[src/source/memctrl_pkg.sv]
// Sizes are fixed here; SETS and WORDS_PER_LINE must be powers of two and WAYS at most a few
package memctrl_pkg;

    // Cache geometry
    localparam int unsigned WAYS           = 4;
    localparam int unsigned SETS           = 16;
    localparam int unsigned TAG_WIDTH      = 8;
    localparam int unsigned WORDS_PER_LINE = 4;
    localparam int unsigned WORD_WIDTH     = 32;
    localparam int unsigned BE_WIDTH       = 4;
    localparam int unsigned DATA_DEPTH     = SETS * WORDS_PER_LINE;

    // Derived widths
    localparam int unsigned SET_WIDTH       = $clog2(SETS);
    localparam int unsigned WORD_IDX_WIDTH  = $clog2(WORDS_PER_LINE);
    localparam int unsigned DATA_ADDR_WIDTH = $clog2(DATA_DEPTH);

    typedef logic [SET_WIDTH-1:0]       set_t;
    typedef logic [TAG_WIDTH-1:0]       tag_t;
    typedef logic [WAYS-1:0]            way_vec_t;
    typedef logic [WORD_IDX_WIDTH-1:0]  word_idx_t;
    typedef logic [WORD_WIDTH-1:0]      word_t;
    typedef logic [BE_WIDTH-1:0]        be_t;
    // Set in the upper bits, word index in the lower bits
    typedef logic [DATA_ADDR_WIDTH-1:0] data_addr_t;

    typedef struct packed {
        logic valid;
        logic dirty;
        tag_t tag;
    } dir_entry_t;

    typedef enum logic [2:0] {
        DIR_IDLE,
        DIR_INIT,
        DIR_MATCH,
        DIR_REFILL,
        DIR_UPDATE
    } dir_op_e;

    typedef enum logic [1:0] {
        DATA_IDLE,
        DATA_READ,
        DATA_WRITE,
        DATA_REFILL
    } data_op_e;

    // Directory request, the entry tag doubles as the match tag
    typedef struct packed {
        logic       match;
        logic       refill;
        logic       update;
        set_t       set;
        way_vec_t   way;
        dir_entry_t entry;
    } dir_req_t;

    typedef struct packed {
        logic      read;
        logic      write;
        logic      refill;
        set_t      set;
        word_idx_t word;
        way_vec_t  way;
        word_t     wdata;
        be_t       be;
    } data_req_t;

    typedef struct packed {
        dir_op_e    op;
        set_t       addr;
        way_vec_t   cs;
        way_vec_t   we;
        dir_entry_t entry;
    } dir_cmd_t;

    typedef struct packed {
        data_op_e   op;
        data_addr_t addr;
        way_vec_t   cs;
        way_vec_t   we;
        word_t      wdata;
        be_t        be;
    } data_cmd_t;

endpackage

[src/source/access_decode.sv]
// Requests are dropped while ready_o is low; a data write with no hit way writes nothing
`timescale 1ns/1ps

module access_decode (
    input  logic                   clk_i,
    input  logic                   rst_ni,
    input  memctrl_pkg::dir_req_t  dir_req_i,
    input  memctrl_pkg::data_req_t data_req_i,
    input  memctrl_pkg::way_vec_t  hit_way_i,
    output logic                   ready_o,
    output memctrl_pkg::dir_cmd_t  dir_cmd_o,
    output memctrl_pkg::data_cmd_t data_cmd_o
);

    typedef enum logic {
        INIT_CLEAR,
        INIT_DONE
    } init_state_e;

    init_state_e             init_state_q;
    init_state_e             init_state_d;
    memctrl_pkg::set_t       init_set_q;
    memctrl_pkg::set_t       init_set_d;
    memctrl_pkg::data_addr_t data_addr;

    // Directory clear sequencer, one set per cycle
    always_comb begin
        init_state_d = init_state_q;
        init_set_d   = init_set_q;
        if (init_state_q == INIT_CLEAR) begin
            init_set_d = init_set_q + 1'b1;
            if (init_set_q == memctrl_pkg::set_t'(memctrl_pkg::SETS - 1)) begin
                init_state_d = INIT_DONE;
            end
        end
    end

    always_ff @(posedge clk_i or negedge rst_ni) begin
        if (!rst_ni) begin
            init_state_q <= INIT_CLEAR;
            init_set_q   <= '0;
        end else begin
            init_state_q <= init_state_d;
            init_set_q   <= init_set_d;
        end
    end

    assign ready_o = (init_state_q == INIT_DONE);

    // Directory command, match wins over refill, refill over update
    always_comb begin
        dir_cmd_o       = '0;
        dir_cmd_o.op    = memctrl_pkg::DIR_IDLE;
        dir_cmd_o.addr  = dir_req_i.set;
        if (init_state_q == INIT_CLEAR) begin
            dir_cmd_o.op    = memctrl_pkg::DIR_INIT;
            dir_cmd_o.addr  = init_set_q;
            dir_cmd_o.cs    = '1;
            dir_cmd_o.we    = '1;
        end else if (dir_req_i.match) begin
            dir_cmd_o.op    = memctrl_pkg::DIR_MATCH;
            dir_cmd_o.cs    = '1;
        end else if (dir_req_i.refill) begin
            dir_cmd_o.op    = memctrl_pkg::DIR_REFILL;
            dir_cmd_o.cs    = dir_req_i.way;
            dir_cmd_o.we    = dir_req_i.way;
            dir_cmd_o.entry = dir_req_i.entry;
        end else if (dir_req_i.update) begin
            dir_cmd_o.op    = memctrl_pkg::DIR_UPDATE;
            dir_cmd_o.cs    = dir_req_i.way;
            dir_cmd_o.we    = dir_req_i.way;
            dir_cmd_o.entry = dir_req_i.entry;
        end
    end

    // set * WORDS_PER_LINE + word
    assign data_addr = {data_req_i.set, data_req_i.word};

    always_comb begin
        data_cmd_o       = '0;
        data_cmd_o.op    = memctrl_pkg::DATA_IDLE;
        data_cmd_o.addr  = data_addr;
        data_cmd_o.wdata = data_req_i.wdata;
        if (init_state_q == INIT_DONE) begin
            if (data_req_i.refill) begin
                data_cmd_o.op = memctrl_pkg::DATA_REFILL;
                data_cmd_o.cs = data_req_i.way;
                data_cmd_o.we = data_req_i.way;
                data_cmd_o.be = '1;
            end else if (data_req_i.write) begin
                // Way comes from the previous match
                data_cmd_o.op = memctrl_pkg::DATA_WRITE;
                data_cmd_o.cs = hit_way_i;
                data_cmd_o.we = hit_way_i;
                data_cmd_o.be = data_req_i.be;
            end else if (data_req_i.read) begin
                data_cmd_o.op = memctrl_pkg::DATA_READ;
                data_cmd_o.cs = '1;
            end
        end
    end

    dir_strobe_onehot_a: assert property (@(posedge clk_i) disable iff (!rst_ni)
        ready_o |-> $onehot0({dir_req_i.match, dir_req_i.refill, dir_req_i.update}))
        else $error("access_decode: several directory strobes in one cycle");

    data_strobe_onehot_a: assert property (@(posedge clk_i) disable iff (!rst_ni)
        ready_o |-> $onehot0({data_req_i.read, data_req_i.write, data_req_i.refill}))
        else $error("access_decode: several data strobes in one cycle");

endmodule

[config.mk]
export PLATFORM = sky130hd
export DESIGN_NAME = access_decode
export DESIGN_NICKNAME = d
export VERILOG_FILES = /design/src/source/memctrl_pkg.sv /design/src/source/access_decode.sv
export SDC_FILE = /design/constraint.sdc
export NUM_CORES = 1
export LEC_CHECK = 0
export BUFFER_PORTS_ARGS = -buffer_cell sky130_fd_sc_hd__clkbuf_2
export CAP_MARGIN = 30
export CORE_MARGIN = 1.5
export CORE_UTILIZATION = 30
export CTS_CLUSTER_DIAMETER = 50
export DETAILED_ROUTE_END_ITERATION = 6
export HOLD_SLACK_MARGIN = 0.06
export PLACE_DENSITY = 0.82
export SYNTH_ARGS = -nofsm -noshare
export SYNTH_HDL_FRONTEND = slang
export SYNTH_SLANG_ARGS = --single-unit
[constraint.sdc]
create_clock -name clk_i -period 1.7 [get_ports clk_i]
set_clock_uncertainty 0.15 [all_clocks]
set_input_delay 0.085 -clock clk_i [delete_from_list [all_inputs] [get_ports clk_i]]
set_output_delay 0.085 -clock clk_i [all_outputs]
set_load 0.05 [all_outputs]
==> impl_metrics.json <==
{
  "outcome": "complete, no violations",
  "place.port_buffers": 77,
  "gp_congestion": 0.7319,
  "synth_simple_gate_area_share_pct": 25.67,
  "area_delta_synth_final_pct": 64.53,
  "leakagePower_nw": 0.8857,
  "reg2reg_depth": 2,
  "dr.pass1.iters": 4,
  "slew_headroom_pct": 64.48,
  "rsz0062_at_grt": "no",
  "gr-usage-all-layers_pct": 15.13,
  "hpwl_um": 1966,
  "synth_seq_cells": 5,
  "synth.area.top_cells": "buf_4 (29%), dfrtp_1 (12%), and4b_1 (9.7%)",
  "drive_gt1_share_pct": 49.27,
  "cp-startpoint": "ready_o",
  "synth_top_family_by_area": "buffers and inverters",
  "drc": 0,
  "synthDistinctLibCells": 26,
  "netlist_instances": 129,
  "route.vias.total": 1197,
  "die_h_um": 61.70,
  "multiInputGateArea_um2": 583.1,
  "maxSlewViolCount": 0,
  "cap_violations": 0,
  "cts_tree": "done",
  "fin_crit_sh_pct": 94.97,
  "cts_buffer_depth": 2,
  "routed_via_density": 4.769,
  "p_total_mw": 0.9421,
  "final_cell_mix": "clkbuf_2 (72), dlygate4sd3_1 (40), and4b_1 (10), nand2b_1 (6), buf_12 (6)",
  "route.final.wire_length_um": 3149,
  "fin_util_pct": 51.36,
  "synth-xor-area-share_pct": 2.542,
  "postCtsSetupBuffers": 0,
  "grt_pass1_vias": 983,
  "syn_nets": 206,
  "htreeDepth": 1,
  "grt_pass1_wl_um": 4257,
  "max_freq_ghz": 0.6194,
  "seq_area_frac_synth_pct": 12.11,
  "timing.rr.end": "init_set_q[1]",
  "drt_iter0_drc": 11,
  "vdd_drop_max_v": 0.0004804,
  "postRouteAntennaNets": 0,
  "globalRouteOverflowTotal": 0,
  "synth_top_area_share_pct": 29.06,
  "synth_compound_area_share_pct": 17.80,
  "worst_pin_slew_ns": 0.5310,
  "required_ns": 1.46,
  "setup_viol": 0,
  "clk_latency_ns": 0.25,
  "avgRoutedWirePerCell_um": 12.55,
  "synth_mux_area_share_pct": 5.448,
  "die_w_um": 61.70,
  "initial_core_util_pct": 31.22,
  "nFillCells": 322,
  "synth.avg_cell_area_um2": 8.012,
  "regArea_um2": 125.1,
  "crit_arrival_ns": 1.38,
  "grt_antenna_before_repair": 0,
  "grt_max_degree": 28,
  "critPathCapture": "dir_cmd_o[21]",
  "r2r_start": "init_set_q[0]",
  "synth_adder_area_share_pct": 1.211,
  "hold_path_class": "register to register",
  "fin_crit_ns": 1.615,
  "ff2ff_setup_slack_ns": 0.47,
  "cp-end-kind": "primary output",
  "coreArea_um2": 3311,
  "cts-buffers-inserted": 3,
  "synth_area_um2": 1033,
  "criticalPathCategory": "register to primary output",
  "worstPathMaxFanout": 27,
  "clock-sinks": 5,
  "final_net_count": 283,
  "cts.reportedPaths.clkPinSlew_ns": 0.05,
  "final_common_cell": "clkbuf_2",
  "cts_root_buffer": "clkbuf_4",
  "yosysWarnings": 0,
  "top_level_ports": 154,
  "start_kind": "register",
  "placementRows": 21,
  "die-area_um2": 3806,
  "powerDensity_nw_per_um2": 554.0,
  "hold_viol": 0,
  "antenna_cells": 0,
  "yosysTopAreaCell": "buf_4"
}
==> state kept, by name (all words and copies together) (netlist names) <==
register    flops
ready_o         1
init_set_q      4
==> worst min path at each step <==
stage,start,end,slack (ns),depth (start not counted)
floorplan,rst_ni,init_set_q[0],-0.36,0
global placement,rst_ni,init_set_q[1],-0.25,1
detailed placement,rst_ni,init_set_q[1],-0.24,1
CTS,init_set_q[3],init_set_q[3],0.35,1
global route,init_set_q[3],init_set_q[3],0.38,1
finish,init_set_q[3],init_set_q[3],0.35,1
==> through the flow <==
step	cells	setup TNS (ns)	setup slack [ns]	hold slack, ns	area (um^2)
after floorplan	129	-0.4769	-0.09539	-0.3606	1072
after global placement	207	0	0.3238	-0.2460	1272
after detailed placement	207	0	0.3116	-0.2412	1272
after CTS	251	0	0.06737	0.3482	1700
after global routing	251	0	0.03915	0.3751	1700
final	251	0	0.08548	0.3478	1700
==> final cells by class <==
| type | count | share of cell area (%) |
|---|---|---|
| Clock buffer | 3 | 1.325 |
| Clock inverter | 1 | 0.2943 |
| Inverter | 5 | 1.104 |
| Multi-Input combinational cell | 72 | 34.29 |
| Sequential cell | 5 | 7.358 |
| Tap cell | 46 | 3.385 |
| Timing Repair Buffer | 119 | 52.24 |
==> metal layers <==
layer,track usage (%),part of all wire (%),vias to the layer above
met5,0,0,-
met4,7.295,2.0,0
met3,2.484,8.2,8
met2,27.67,55,81
met1,16.92,35,545
li1,-,-,563
==> critical path, cell delays in order (launching register included) <==
cell and delay (ns):
dfrtp_1 0.38, buf_12 0.17, mux2_2 0.34, clkbuf_2 0.23
==> synthesized netlist by cell type <==
cell,n
and2_1,4
a21boi_0,4
dfrtp_1,5
nor2b_1,5
or2_4,1
a21o_1,4
ha_1,1
nand3b_1,4
o21ai_0,5
nor3_1,1
and4b_1,10
o311a_1,4
nand2b_1,6
o21bai_1,1
inv_1,5
xnor2_1,3
a31o_2,1
clkbuf_1,2
buf_2,3
nand4b_1,1
a21oi_1,4
buf_4,40
nand2_1,5
buf_6,2
mux2_2,5
o21a_1,3
==> where the power goes <==
group / switching [mW] / internal (mW)
Clock: 0.0576 / 0.0856
Combinational: 0.480 / 0.200
Sequential: 0 / 0.119
Total: 0.538 / 0.404
==> logic make-up (layout without fill, tap and decap cells) <==
kind of cell | Yosys count | after routing
buffers and inverters | 52 | 128
and+or+nand+nor | 37 | 37
AOI/OAI and AO/OA | 26 | 26
muxes | 5 | 5
DFF | 5 | 5
xor gates and xnor gates | 3 | 3
adders and majority gates | 1 | 1
==> timing repair <==
action | in CTS | in global routing
endpoints found under the hold margin | 43 | 0
resized for setup | 0 | 0
hold buffers | 40 | 0
Note: power is estimated with default switching activity, not from simulation.
